[config.mk]
export PLATFORM = sky130hd
export DESIGN_NAME = cache_read_arbiter
export DESIGN_NICKNAME = d
export VERILOG_FILES = /design/src/verilog/cache_mem_pkg.sv /design/src/verilog/cache_read_arbiter.sv /design/src/verilog/icache_miss_port.sv /design/src/verilog/read_req_arbiter.sv /design/src/verilog/read_resp_demux.sv
export SDC_FILE = /design/constraint.sdc
export NUM_CORES = 1
export LEC_CHECK = 0
export BUFFER_PORTS_ARGS = -buffer_cell sky130_fd_sc_hd__buf_2
export CAP_MARGIN = 10
export CORE_AREA = 4 4 199 201
export DETAILED_ROUTE_END_ITERATION = 12
export DIE_AREA = 0 0 203 205
export SLEW_MARGIN = 40
export SYNTH_ARGS = -nofsm -noshare
export SYNTH_HDL_FRONTEND = slang
export SYNTH_HIERARCHICAL = 1
export SYNTH_SLANG_ARGS = --single-unit
[constraint.sdc]
create_clock -name clk_i -period 8.4 [get_ports clk_i]
set_clock_uncertainty 0.15 [all_clocks]
set_input_delay 1.26 -clock clk_i [delete_from_list [all_inputs] [get_ports clk_i]]
set_output_delay 1.26 -clock clk_i [all_outputs]
set_load 0.01 [all_outputs]
[src/verilog/cache_mem_pkg.sv]
// Bus widths, fixed instruction cache request fields, read port indices and bus types
package cache_mem_pkg;

  // Memory bus widths
  localparam int MEM_ADDR_W     = 32;
  localparam int ICACHE_PADDR_W = 26;
  localparam int MEM_DATA_W     = 64;
  localparam int ICACHE_LINE_W  = 128;
  localparam int MEM_ID_W       = 4;
  localparam int MEM_LEN_W      = 8;
  localparam int MEM_SIZE_W     = 3;

  // Instruction cache line refill geometry
  localparam int ICACHE_BEATS = ICACHE_LINE_W / MEM_DATA_W;

  typedef logic [MEM_ADDR_W-1:0]     mem_addr_t;
  typedef logic [ICACHE_PADDR_W-1:0] icache_paddr_t;
  typedef logic [MEM_DATA_W-1:0]     mem_data_t;
  typedef logic [MEM_ID_W-1:0]       mem_id_t;
  typedef logic [MEM_LEN_W-1:0]      mem_len_t;
  typedef logic [MEM_SIZE_W-1:0]     mem_size_t;
  typedef logic [ICACHE_LINE_W-1:0]  icache_line_t;
  typedef logic [1:0]                port_idx_t;

  // Burst length is beats minus one
  localparam mem_len_t  ICACHE_REQ_LEN  = mem_len_t'(ICACHE_BEATS - 1);
  // log2 of the beat size in bytes
  localparam mem_size_t ICACHE_REQ_SIZE = mem_size_t'($clog2(MEM_DATA_W / 8));

  // Read requesters sharing the memory bus
  localparam int        N_READ_PORTS  = 3;
  localparam port_idx_t PORT_ICACHE   = 2'd0;
  localparam port_idx_t PORT_DCACHE   = 2'd1;
  localparam port_idx_t PORT_UNCACHED = 2'd2;

endpackage

[src/verilog/cache_read_arbiter.sv]
// Read-side cache miss arbiter top with icache port, request arbiter and response demux
`timescale 1ns/1ns

module cache_read_arbiter import cache_mem_pkg::*; (
  input  logic          clk_i,
  input  logic          rst_n_i,
  // Instruction cache miss
  input  logic          icache_miss_valid_i,
  output logic          icache_miss_ready_o,
  input  icache_paddr_t icache_miss_paddr_i,
  input  mem_id_t       icache_miss_id_i,
  output logic          icache_miss_resp_valid_o,
  output icache_line_t  icache_miss_resp_data_o,
  // Data cache miss
  input  logic          dcache_miss_valid_i,
  output logic          dcache_miss_ready_o,
  input  mem_addr_t     dcache_miss_addr_i,
  input  mem_len_t      dcache_miss_len_i,
  input  mem_size_t     dcache_miss_size_i,
  input  mem_id_t       dcache_miss_id_i,
  output logic          dcache_miss_resp_valid_o,
  input  logic          dcache_miss_resp_ready_i,
  output mem_data_t     dcache_miss_resp_data_o,
  output mem_id_t       dcache_miss_resp_id_o,
  output logic          dcache_miss_resp_last_o,
  // Data cache uncached read
  input  logic          dcache_uc_read_valid_i,
  output logic          dcache_uc_read_ready_o,
  input  mem_addr_t     dcache_uc_read_addr_i,
  input  mem_len_t      dcache_uc_read_len_i,
  input  mem_size_t     dcache_uc_read_size_i,
  input  mem_id_t       dcache_uc_read_id_i,
  output logic          dcache_uc_read_resp_valid_o,
  input  logic          dcache_uc_read_resp_ready_i,
  output mem_data_t     dcache_uc_read_resp_data_o,
  output mem_id_t       dcache_uc_read_resp_id_o,
  output logic          dcache_uc_read_resp_last_o,
  // Memory read request
  output logic          mem_req_valid_o,
  input  logic          mem_req_ready_i,
  output mem_addr_t     mem_req_addr_o,
  output mem_len_t      mem_req_len_o,
  output mem_size_t     mem_req_size_o,
  output mem_id_t       mem_req_id_o,
  // Memory read response
  input  logic          mem_resp_valid_i,
  output logic          mem_resp_ready_o,
  input  mem_data_t     mem_resp_data_i,
  input  mem_id_t       mem_resp_id_i,
  input  logic          mem_resp_last_i
);

  logic [N_READ_PORTS-1:0] arb_valid;
  logic [N_READ_PORTS-1:0] arb_ready;
  mem_addr_t               arb_addr [N_READ_PORTS];
  mem_len_t                arb_len  [N_READ_PORTS];
  mem_size_t               arb_size [N_READ_PORTS];
  mem_id_t                 arb_id   [N_READ_PORTS];
  logic [N_READ_PORTS-1:0] resp_valid;

  icache_miss_port u_icache_miss_port (
    .clk_i          (clk_i),
    .rst_n_i        (rst_n_i),
    .miss_valid_i   (icache_miss_valid_i),
    .miss_ready_o   (icache_miss_ready_o),
    .miss_paddr_i   (icache_miss_paddr_i),
    .miss_id_i      (icache_miss_id_i),
    .req_valid_o    (arb_valid[PORT_ICACHE]),
    .req_ready_i    (arb_ready[PORT_ICACHE]),
    .req_addr_o     (arb_addr[PORT_ICACHE]),
    .req_len_o      (arb_len[PORT_ICACHE]),
    .req_size_o     (arb_size[PORT_ICACHE]),
    .req_id_o       (arb_id[PORT_ICACHE]),
    .refill_valid_i (resp_valid[PORT_ICACHE]),
    .refill_data_i  (mem_resp_data_i),
    .refill_last_i  (mem_resp_last_i),
    .line_valid_o   (icache_miss_resp_valid_o),
    .line_data_o    (icache_miss_resp_data_o)
  );

  // Data cache requesters go straight to the arbiter
  assign arb_valid[PORT_DCACHE]   = dcache_miss_valid_i;
  assign arb_addr[PORT_DCACHE]    = dcache_miss_addr_i;
  assign arb_len[PORT_DCACHE]     = dcache_miss_len_i;
  assign arb_size[PORT_DCACHE]    = dcache_miss_size_i;
  assign arb_id[PORT_DCACHE]      = dcache_miss_id_i;
  assign dcache_miss_ready_o      = arb_ready[PORT_DCACHE];

  assign arb_valid[PORT_UNCACHED] = dcache_uc_read_valid_i;
  assign arb_addr[PORT_UNCACHED]  = dcache_uc_read_addr_i;
  assign arb_len[PORT_UNCACHED]   = dcache_uc_read_len_i;
  assign arb_size[PORT_UNCACHED]  = dcache_uc_read_size_i;
  assign arb_id[PORT_UNCACHED]    = dcache_uc_read_id_i;
  assign dcache_uc_read_ready_o   = arb_ready[PORT_UNCACHED];

  read_req_arbiter u_read_req_arbiter (
    .clk_i           (clk_i),
    .rst_n_i         (rst_n_i),
    .req_valid_i     (arb_valid),
    .req_ready_o     (arb_ready),
    .req_addr_i      (arb_addr),
    .req_len_i       (arb_len),
    .req_size_i      (arb_size),
    .req_id_i        (arb_id),
    .mem_req_valid_o (mem_req_valid_o),
    .mem_req_ready_i (mem_req_ready_i),
    .mem_req_addr_o  (mem_req_addr_o),
    .mem_req_len_o   (mem_req_len_o),
    .mem_req_size_o  (mem_req_size_o),
    .mem_req_id_o    (mem_req_id_o)
  );

  read_resp_demux u_read_resp_demux (
    .clk_i            (clk_i),
    .rst_n_i          (rst_n_i),
    .icache_id_i      (icache_miss_id_i),
    .uncached_id_i    (dcache_uc_read_id_i),
    .mem_resp_valid_i (mem_resp_valid_i),
    .mem_resp_ready_o (mem_resp_ready_o),
    .mem_resp_id_i    (mem_resp_id_i),
    .resp_valid_o     (resp_valid),
    .resp_ready_i     ({dcache_uc_read_resp_ready_i, dcache_miss_resp_ready_i})
  );

  // Response payload fans out to both data cache ports
  assign dcache_miss_resp_valid_o    = resp_valid[PORT_DCACHE];
  assign dcache_miss_resp_data_o     = mem_resp_data_i;
  assign dcache_miss_resp_id_o       = mem_resp_id_i;
  assign dcache_miss_resp_last_o     = mem_resp_last_i;
  assign dcache_uc_read_resp_valid_o = resp_valid[PORT_UNCACHED];
  assign dcache_uc_read_resp_data_o  = mem_resp_data_i;
  assign dcache_uc_read_resp_id_o    = mem_resp_id_i;
  assign dcache_uc_read_resp_last_o  = mem_resp_last_i;

endmodule

[src/verilog/icache_miss_port.sv]
// Instruction cache miss request slot and refill beat gathering into a cache line
`timescale 1ns/1ns

module icache_miss_port import cache_mem_pkg::*; (
  input  logic          clk_i,
  input  logic          rst_n_i,
  // Miss request from the instruction cache
  input  logic          miss_valid_i,
  output logic          miss_ready_o,
  input  icache_paddr_t miss_paddr_i,
  input  mem_id_t       miss_id_i,
  // Read request towards the arbiter
  output logic          req_valid_o,
  input  logic          req_ready_i,
  output mem_addr_t     req_addr_o,
  output mem_len_t      req_len_o,
  output mem_size_t     req_size_o,
  output mem_id_t       req_id_o,
  // Refill beats, always accepted
  input  logic          refill_valid_i,
  input  mem_data_t     refill_data_i,
  input  logic          refill_last_i,
  // Assembled line
  output logic          line_valid_o,
  output icache_line_t  line_data_o
);

  logic                            slot_valid_q;
  icache_paddr_t                   slot_paddr_q;
  mem_id_t                         slot_id_q;
  logic                            slot_load;
  logic [$clog2(ICACHE_BEATS)-1:0] beat_q;
  icache_line_t                    line_q;
  logic                            line_valid_q;

  // The slot absorbs a valid that the cache may withdraw
  assign miss_ready_o = ~slot_valid_q;
  assign slot_load    = miss_valid_i & miss_ready_o;

  always_ff @(posedge clk_i or negedge rst_n_i) begin
    if (!rst_n_i) begin
      slot_valid_q <= 1'b0;
    end else if (slot_load) begin
      slot_valid_q <= 1'b1;
    end else if (req_ready_i) begin
      slot_valid_q <= 1'b0;
    end
  end

  always_ff @(posedge clk_i) begin
    if (slot_load) begin
      slot_paddr_q <= miss_paddr_i;
      slot_id_q    <= miss_id_i;
    end
  end

  // Fixed length line read, physical address zero extended
  assign req_valid_o = slot_valid_q;
  assign req_addr_o  = {{(MEM_ADDR_W - ICACHE_PADDR_W){1'b0}}, slot_paddr_q};
  assign req_len_o   = ICACHE_REQ_LEN;
  assign req_size_o  = ICACHE_REQ_SIZE;
  assign req_id_o    = slot_id_q;

  // Beat counter wraps on the last beat of a line
  always_ff @(posedge clk_i or negedge rst_n_i) begin
    if (!rst_n_i) begin
      beat_q       <= '0;
      line_valid_q <= 1'b0;
    end else begin
      line_valid_q <= refill_valid_i & refill_last_i;
      if (refill_valid_i) begin
        beat_q <= refill_last_i ? '0 : beat_q + 1'b1;
      end
    end
  end

  // Beats fill the line from the low half upward
  always_ff @(posedge clk_i) begin
    if (refill_valid_i) begin
      line_q[beat_q*MEM_DATA_W +: MEM_DATA_W] <= refill_data_i;
    end
  end

  assign line_valid_o = line_valid_q;
  assign line_data_o  = line_q;

  // Next line must not start while the previous one is presented
  a_no_beat_during_line: assert property (@(posedge clk_i) disable iff (!rst_n_i)
    refill_valid_i |-> !line_valid_o);

  // Memory returns exactly one line worth of beats
  a_last_on_final_beat: assert property (@(posedge clk_i) disable iff (!rst_n_i)
    refill_valid_i && refill_last_i |-> beat_q == (ICACHE_BEATS - 1));

endmodule

[src/verilog/read_req_arbiter.sv]
// Round-robin arbiter of the read requesters onto one registered memory request
`timescale 1ns/1ns

module read_req_arbiter import cache_mem_pkg::*; (
  input  logic                    clk_i,
  input  logic                    rst_n_i,
  // Requesters
  input  logic [N_READ_PORTS-1:0] req_valid_i,
  output logic [N_READ_PORTS-1:0] req_ready_o,
  input  mem_addr_t               req_addr_i [N_READ_PORTS],
  input  mem_len_t                req_len_i  [N_READ_PORTS],
  input  mem_size_t               req_size_i [N_READ_PORTS],
  input  mem_id_t                 req_id_i   [N_READ_PORTS],
  // Memory request
  output logic                    mem_req_valid_o,
  input  logic                    mem_req_ready_i,
  output mem_addr_t               mem_req_addr_o,
  output mem_len_t                mem_req_len_o,
  output mem_size_t               mem_req_size_o,
  output mem_id_t                 mem_req_id_o
);

  port_idx_t last_q;
  port_idx_t grant_idx;
  logic      grant_any;
  logic      load_ok;
  logic      grant_fire;
  logic      out_valid_q;

  // Register is free when empty or draining this cycle
  assign load_ok    = ~out_valid_q | mem_req_ready_i;
  assign grant_fire = load_ok & grant_any;

  // First valid port after the last winner
  always_comb begin
    int idx;
    grant_any = 1'b0;
    grant_idx = last_q;
    for (int off = 1; off <= N_READ_PORTS; off++) begin
      idx = int'(last_q) + off;
      if (idx >= N_READ_PORTS) begin
        idx = idx - N_READ_PORTS;
      end
      if (!grant_any && req_valid_i[idx]) begin
        grant_any = 1'b1;
        grant_idx = port_idx_t'(idx);
      end
    end
  end

  always_comb begin
    req_ready_o = '0;
    if (grant_fire) begin
      req_ready_o[grant_idx] = 1'b1;
    end
  end

  // Reset pointer so the icache port wins first
  always_ff @(posedge clk_i or negedge rst_n_i) begin
    if (!rst_n_i) begin
      out_valid_q <= 1'b0;
      last_q      <= port_idx_t'(N_READ_PORTS - 1);
    end else if (grant_fire) begin
      out_valid_q <= 1'b1;
      last_q      <= grant_idx;
    end else if (mem_req_ready_i) begin
      out_valid_q <= 1'b0;
    end
  end

  always_ff @(posedge clk_i) begin
    if (grant_fire) begin
      mem_req_addr_o <= req_addr_i[grant_idx];
      mem_req_len_o  <= req_len_i[grant_idx];
      mem_req_size_o <= req_size_i[grant_idx];
      mem_req_id_o   <= req_id_i[grant_idx];
    end
  end

  assign mem_req_valid_o = out_valid_q;

  // Held request stays put until memory takes it
  a_req_stable: assert property (@(posedge clk_i) disable iff (!rst_n_i)
    mem_req_valid_o && !mem_req_ready_i |=> mem_req_valid_o && $stable(mem_req_addr_o)
      && $stable(mem_req_len_o) && $stable(mem_req_size_o) && $stable(mem_req_id_o));

endmodule

[src/verilog/read_resp_demux.sv]
// Memory read response routing to a requester port by transaction id
`timescale 1ns/1ns

module read_resp_demux import cache_mem_pkg::*; (
  input  logic                             clk_i,
  input  logic                             rst_n_i,
  // Route ids
  input  mem_id_t                          icache_id_i,
  input  mem_id_t                          uncached_id_i,
  // Memory response
  input  logic                             mem_resp_valid_i,
  output logic                             mem_resp_ready_o,
  input  mem_id_t                          mem_resp_id_i,
  // Per-port handshake, the icache port has no ready
  output logic [N_READ_PORTS-1:0]          resp_valid_o,
  input  logic [PORT_UNCACHED:PORT_DCACHE] resp_ready_i
);

  port_idx_t route_port;

  // Icache id takes priority, dcache takes everything unmatched
  always_comb begin
    if (mem_resp_id_i == icache_id_i) begin
      route_port = PORT_ICACHE;
    end else if (mem_resp_id_i == uncached_id_i) begin
      route_port = PORT_UNCACHED;
    end else begin
      route_port = PORT_DCACHE;
    end
  end

  always_comb begin
    resp_valid_o = '0;
    resp_valid_o[route_port] = mem_resp_valid_i;
  end

  // Line gathering never stalls
  always_comb begin
    case (route_port)
      PORT_DCACHE:   mem_resp_ready_o = resp_ready_i[PORT_DCACHE];
      PORT_UNCACHED: mem_resp_ready_o = resp_ready_i[PORT_UNCACHED];
      default:       mem_resp_ready_o = 1'b1;
    endcase
  end

  // Identical route ids would hide uncached responses behind the icache
  a_route_ids_differ: assert property (@(posedge clk_i) disable iff (!rst_n_i)
    mem_resp_valid_i |-> icache_id_i != uncached_id_i);

endmodule
==> results.sh, run 1 <==
export IMPL_path_buf_inv=4
export IMPL_met3_usage_pct=5.18
export IMPL_num_io_pins=523
export IMPL_drive_above_1_share_pct=51.0
export IMPL_ys_flop_type="edfxtp_1"
export IMPL_synth_cell_types=42
export IMPL_slew_violations=0
export IMPL_hold_path_class="input port to async pin"
export IMPL_grt_pass1_wl_um=44700
export IMPL_root_buffer="clkbuf_16"
export IMPL_ys_top_cells_by_area="edfxtp_1 61%, buf_4 12%, mux2i_1 9.5%"
export IMPL_cpMaxStageDelayCell="dfstp_2"
export IMPL_hold_violations=0
export IMPL_cts_buffers=27
export IMPL_syn_cell_area_sq_mm=0.0102
export IMPL_crit_family="compound AO/OA/AOI/OAI gates"
export IMPL_synth_avg_cell_area_sq_um=13.8
export IMPL_wire_per_inst_um=19.1
export IMPL_fin_setup_tns_ns=0
export IMPL_yosysMostFrequentCell="edfxtp_1"
export IMPL_rsz0062_at_grt="false"
export IMPL_fp_coreArea_sq_mm=0.0376
export IMPL_synth_common_cells="205 x edfxtp_1, 158 x buf_4, 96 x mux2i_1"
export IMPL_initial_utilization_pct=27.0
export IMPL_p_leak_nw=6.01
export IMPL_synth_cells=738
export IMPL_end_kind="output pin"
export IMPL_powerDensity_mw_per_mm2=331
export IMPL_async_flop_share_pct=2.84
export IMPL_track_usage_pct=14.0
export IMPL_max_clock_path_buffers=3
export IMPL_via_count=6883
export IMPL_cts_tree="built"
export IMPL_gp_congestion=0.829
export IMPL_cts_setup_buffers=0
export IMPL_first_pass_iters=7
export IMPL_status="complete, no violations"
export IMPL_dieArea_sq_mm=0.0416
export IMPL_row_count=71
export IMPL_fillers=3782
export IMPL_met1_usage_pct=16.7
export IMPL_first_global_vias=7072
export IMPL_hpwl_um=23800
export IMPL_ys_ff_latch=211
export IMPL_overflow=0
export IMPL_relSlewSlack_pct=54.7
export IMPL_drtIter0Drc=294
export IMPL_clkLatencyLatePin_ns=0.55
export IMPL_antenna_found_initial=3
export IMPL_critPathLaunchType="register"
export IMPL_crit_type="register to output pin"
export IMPL_required_ns=6.99
export IMPL_drt_total_wl_um=31700
export IMPL_nets=1337
export IMPL_setup_violations=0
export IMPL_cts_sinks=211
export IMPL_grt_busiest_layer="met2"
export IMPL_worstPathArrival_ns=3.37
export IMPL_cts_clk_slew_worst_paths_ns=0.06
export IMPL_areaGrowthSynthToFinish_pct=29.5
export IMPL_grt_util_met2_pct=24.0
export IMPL_synth_edf_count=205
export IMPL_cts_repair_resized=0
export IMPL_diodes=0
export IMPL_ir_drop_uv=181
export IMPL_yosysWarningCount=6
export IMPL_synth_top_area_share_pct=60.6
export IMPL_period_share_pct=56.8
export IMPL_worstMarginPinSlew_ns=0.680
export IMPL_path_max_fanout=11
export IMPL_fin_area_sq_mm=0.0132
export IMPL_yosysSeqAreaShare_pct=62.1
export IMPL_viasPerCell=4.14
export IMPL_die_w_um=203
export IMPL_synth_area_leader_cell="edfxtp_1"
export IMPL_fmax_ghz=0.209
export IMPL_cap_violations=0
export IMPL_cp_cell_sequence="inv_1, ha_1, inv_2, a2111oi_2, a21oi_1, o32ai_4, buf_6, and3b_1, buf_2"
export IMPL_slowest_delay_ns=0.58
export IMPL_cts_max_level=1
export IMPL_drc=0
export IMPL_ant_nets=0
export IMPL_period_minus_slack_ns=4.78
export IMPL_port_buffers=522
export IMPL_die_y_um=205
export IMPL_dpl_instance_area_sq_mm=0.0123
export IMPL_ctsHoldBuffers=0
export IMPL_grt_start_max_net_pins=67
[cell type report]
cell class              count  area, sq um  area share [%]
clock inverters            15          166            1.27
repair buffers            534         2750            20.9
clock buffers              33          698            5.31
inverters                   7         26.3           0.200
flip-flops and latches    211         6310            48.0
well taps                 511          639            4.86
multi-input cells         350         2550            19.4
[cells by family after synthesis]
kind of cell	count (synthesis)	synth area share (%)
multiplexers	97	9.57
XOR/XNOR	8	0.690
AND/OR/NAND/NOR	207	11.6
AO/OA/AOI/OAI	17	1.73
flip-flops	211	62.1
buffers and inverters	192	13.7
other	2	0.0740
adder cells (fa/ha/maj)	4	0.493
[metrics by stage]
step                power, mW  utilization, %  setup slack (ns)  cells  hold slack [ns]
finish                   4.35            35.0              3.62   1661            0.429
global route             4.58            35.0              3.39   1661            0.412
CTS                      4.40            35.0              3.38   1660            0.399
detailed placement       3.24            32.7              3.72   1612            0.436
global placement         3.17            32.4              3.65   1607            0.430
floorplan                2.79               -              2.31    753            0.398
[path summary, 6_finish.rpt]
path,start,endpoint,slack (ns),depth (start not counted)
max,u_read_req_arbiter/last_q[1],dcache_miss_ready_o,3.62,9
min,rst_n_i,u_read_req_arbiter/mem_req_valid_o,0.43,1
max reg2reg,u_read_req_arbiter/last_q[1],u_read_req_arbiter/mem_req_addr_o[10],4.89,8
min reg2reg,u_read_req_arbiter/last_q[1],u_read_req_arbiter/last_q[1],0.44,2
max in group asynchronous,rst_n_i,u_read_req_arbiter/last_q[1],7.40,1
min in group clk_i,u_read_req_arbiter/last_q[1],u_read_req_arbiter/last_q[1],0.44,2
[report_power, final]
group / internal [mW] / switching, mW
combinational: 0.675 / 0.957
sequential: 1.49 / 0.0869
clock: 0.684 / 0.457
total: 2.85 / 1.50
[per-layer routing]
| metal | vias to the layer above | wire length, um |
|---|---|---|
| met5 | - | 13 |
| met4 | 2 | 681 |
| met3 | 46 | 3390 |
| met2 | 382 | 15500 |
| met1 | 3280 | 12100 |
| li1 | 3173 | - |
[worst register-to-register path, stage by stage, from the launching register on]
cell and delay, ns:
dfstp_2 0.58, inv_1 0.08, ha_1 0.51, inv_2 0.11
a2111oi_2 0.47, a21oi_1 0.22, o32ai_4 0.33, buf_4 0.59
mux2i_1 0.21
[placed cells by master, fill, tap and decap left out, types with 3 or more instances in the layout]
master / netlist / routed
nand2b_1: 5 / 5
xor2_1: 4 / 4
clkbuf_16: 0 / 27
and2_1: 66 / 65
clkbuf_1: 6 / 6
nor2_1: 3 / 3
mux2i_1: 96 / 96
buf_2: 12 / 522
ha_1: 4 / 4
dfrtp_1: 5 / 4
clkinv_1: 0 / 6
xnor2_1: 4 / 4
inv_1: 6 / 6
nand2_1: 52 / 52
clkinv_2: 0 / 3
a21oi_1: 3 / 3
buf_6: 8 / 3
nor2b_1: 70 / 68
conb_1: 2 / 17
buf_4: 158 / 5
edfxtp_1: 205 / 205
bufinv_16: 0 / 3
[sequential cells by signal, indices dropped and copies added (netlist names), 2 cells and up]
name,cells
u_icache_miss_port/line_data_o,128
u_read_req_arbiter/mem_req_len_o,8
u_icache_miss_port/req_id_o,4
u_read_req_arbiter/mem_req_size_o,3
u_icache_miss_port/slot_paddr_q,26
u_read_req_arbiter/mem_req_id_o,4
u_read_req_arbiter/mem_req_addr_o,32
u_read_req_arbiter/last_q,2
Power figures use the tool's default switching activity.
==> run 2, diff against run 1 <==
--- a/config.mk
+++ b/config.mk
@@ -5,11 +5,12 @@
 export SDC_FILE = /design/constraint.sdc
 export NUM_CORES = 1
 export LEC_CHECK = 0
+export ABC_AREA = 1
 export BUFFER_PORTS_ARGS = -buffer_cell sky130_fd_sc_hd__buf_2
 export CAP_MARGIN = 10
-export CORE_AREA = 4 4 199 201
+export CORE_AREA = 4 4 201 203
 export DETAILED_ROUTE_END_ITERATION = 12
-export DIE_AREA = 0 0 203 205
+export DIE_AREA = 0 0 205 207
 export SLEW_MARGIN = 40
 export SYNTH_ARGS = -nofsm -noshare
 export SYNTH_HDL_FRONTEND = slang
==> constraint.sdc (replaced) <==
create_clock -name clk_i -period 4 [get_ports clk_i]
set_clock_uncertainty 0.15 [all_clocks]
set_input_delay 0.6 -clock clk_i [delete_from_list [all_inputs] [get_ports clk_i]]
set_output_delay 0.6 -clock clk_i [all_outputs]
set_load 0.01 [all_outputs]
==> results.sh, run 2 <==
export IMPL_die_y_um=207
export IMPL_ir_drop_uv=734
export IMPL_hold_violations=0
export IMPL_antenna_found_initial=5
export IMPL_viasPerCell=4.14
export IMPL_drive_above_1_share_pct=37.8
export IMPL_fp_coreArea_sq_mm=0.0385
export IMPL_drtIter0Drc=556
export IMPL_cts_sinks=211
export IMPL_drt_total_wl_um=35100
export IMPL_yosysSeqAreaShare_pct=57.4
export IMPL_cp_cell_sequence="inv_1, ha_1, nand2_1, nand2_2, nand2_4, nand3_1, nand3_2, nor2_1, buf_2"
export IMPL_cts_clk_slew_worst_paths_ns=0.06
export IMPL_status="complete, no violations"
export IMPL_via_count=8788
export IMPL_hold_path_class="input port to register"
export IMPL_port_buffers=522
export IMPL_nets=1789
export IMPL_crit_type="register to output pin"
export IMPL_gp_congestion=0.870
export IMPL_slew_violations=0
export IMPL_ant_nets=0
export IMPL_fin_setup_tns_ns=0
export IMPL_overflow=0
export IMPL_fillers=3979
export IMPL_period_share_pct=89.5
export IMPL_drc=0
export IMPL_yosysWarningCount=6
export IMPL_worstPathArrival_ns=2.83
export IMPL_dieArea_sq_mm=0.0424
export IMPL_slowest_delay_ns=0.57
export IMPL_powerDensity_mw_per_mm2=813
export IMPL_required_ns=3.25
export IMPL_period_minus_slack_ns=3.58
export IMPL_setup_violations=0
export IMPL_synth_top_area_share_pct=56.0
export IMPL_synth_cell_types=25
export IMPL_layout_commonest_cell="buf_2"
export IMPL_worstMarginPinSlew_ns=0.726
export IMPL_synth_edf_count=205
export IMPL_rsz0062_at_grt="false"
export IMPL_critPathLaunchType="register"
export IMPL_wire_per_inst_um=16.5
export IMPL_clkLatencyLatePin_ns=0.53
export IMPL_fin_area_sq_mm=0.0138
export IMPL_relSlewSlack_pct=51.6
export IMPL_synth_common_cells="373 x nand2_1, 205 x edfxtp_1, 195 x inv_1"
export IMPL_synth_avg_cell_area_sq_um=9.10
export IMPL_ys_top_cells_by_area="edfxtp_1 56%, nand2_1 13%, buf_4 11%"
export IMPL_cts_buffers=25
export IMPL_end_kind="output pin"
export IMPL_synth_cells=1208
export IMPL_areaGrowthSynthToFinish_pct=25.1
export IMPL_crit_family="simple AND/OR/NAND/NOR gates"
export IMPL_fmax_ghz=0.279
export IMPL_p_leak_nw=7.38
export IMPL_dpl_instance_area_sq_mm=0.0130
export IMPL_root_buffer="clkbuf_16"
export IMPL_path_buf_inv=2
export IMPL_hpwl_um=26000
export IMPL_die_w_um=205
export IMPL_ys_flop_type="edfxtp_1"
export IMPL_first_pass_iters=5
export IMPL_max_clock_path_buffers=3
export IMPL_initial_utilization_pct=28.6
export IMPL_ys_ff_latch=211
export IMPL_grt_start_max_net_pins=83
export IMPL_async_flop_share_pct=2.84
export IMPL_row_count=72
export IMPL_yosysMostFrequentCell="nand2_1"
export IMPL_path_max_fanout=17
export IMPL_final_cell_mix="522 x buf_2, 371 x nand2_1, 205 x edfxtp_1"
export IMPL_cts_max_level=1
export IMPL_largest_reg_flops=128
export IMPL_num_io_pins=523
export IMPL_first_global_vias=8574
export IMPL_cts_tree="built"
export IMPL_cpMaxStageDelayCell="dfstp_2"
export IMPL_synth_area_leader_cell="edfxtp_1"
export IMPL_grt_pass1_wl_um=51600
export IMPL_syn_cell_area_sq_mm=0.0110
export IMPL_cap_violations=0
export IMPL_track_usage_pct=15.5
-- run 2: changes by cell type in the layout (fill, tap and decap cells not counted), sizes merged, moves of 3 or more --
cell,previous run,this run
nand2,52,380
inv,9,214
nor2,3,130
mux2i,96,0
nor2b,70,0
and2,66,0
nand3,0,60
nand2b,5,0
o21ai,0,4
xor2,4,0
diode,0,3
o41ai,3,0
xnor2,4,1
-- run 2: kinds of logic after synthesis --
group                      count (synthesis)  share of synthesized area [%]
other                                      2                         0.0683
adders and majority gates                  4                          0.455
xor gates and xnor gates                   1                         0.0797
AOI/OAI and AO/OA                          6                          0.319
buffers and inverters                    414                           21.0
DFF                                      211                           57.4
and+or+nand+nor                          570                           20.7
-- run 2: timing repair --
action,CTS,global route
hold buffers,1,0
buffers inserted,0,0
hold endpoints to repair,6,0
resized for setup,0,0
-- run 2: per-stage QoR --
stage	power (mW)	utilization, %	hold WS [ns]	instances	worst slack [ns]
floorplan	7.68	-	0.154	1223	0.586
global placement	8.95	33.7	0.319	2073	0.882
detailed placement	9.05	33.7	0.321	2073	0.805
CTS	11.3	35.7	0.0536	2119	0.363
global route	12.1	35.8	0.0588	2120	0.188
finish	11.2	35.8	0.0936	2122	0.421
-- run 2: cell type report --
| type | instances | area [sq um] | share of cell area, % |
|---|---|---|---|
| Sequential cell | 211 | 6310 | 45.9 |
| Timing Repair Buffer | 534 | 2750 | 20.0 |
| Multi-Input combinational cell | 598 | 2460 | 17.9 |
| Inverter | 213 | 802 | 5.83 |
| Clock buffer | 31 | 648 | 4.71 |
| Tap cell | 518 | 648 | 4.71 |
| Clock inverter | 14 | 131 | 0.955 |
| Antenna cell | 3 | 7.51 | 0.0546 |
-- run 2: where the power goes --
part / switching, mW / internal, mW / leakage [nW]
registers: 0.155 / 3.26 / 2.00
clock network: 0.916 / 1.28 / 0.372
logic: 3.97 / 1.59 / 5.00
total: 5.05 / 6.14 / 7.38
-- run 2: worst paths after layout --
kind	from	endpoint	slack, ns	depth (start not counted)
setup / recovery	u_read_req_arbiter/last_q[1]	dcache_miss_ready_o	0.42	9
hold / removal	icache_miss_paddr_i[16]	u_icache_miss_port/slot_paddr_q[16]	0.09	1
setup reg to reg	u_read_req_arbiter/last_q[1]	u_read_req_arbiter/mem_req_addr_o[24]	0.96	12
hold reg to reg	u_read_req_arbiter/last_q[1]	u_read_req_arbiter/last_q[1]	0.36	2
max in group asynchronous	rst_n_i	u_read_req_arbiter/last_q[1]	3.15	2
min in group asynchronous	rst_n_i	u_icache_miss_port/beat_q	0.30	2
-- run 2: metal layers --
metal	wire length, um	up-vias	part of all wire [%]	global-route usage, %
li1	-	4254	-	-
met1	14100	4105	40	19.8
met2	17200	367	49	26.5
met3	2780	58	7.9	3.08
met4	951	4	2.7	4.83
met5	21	-	0.060	0
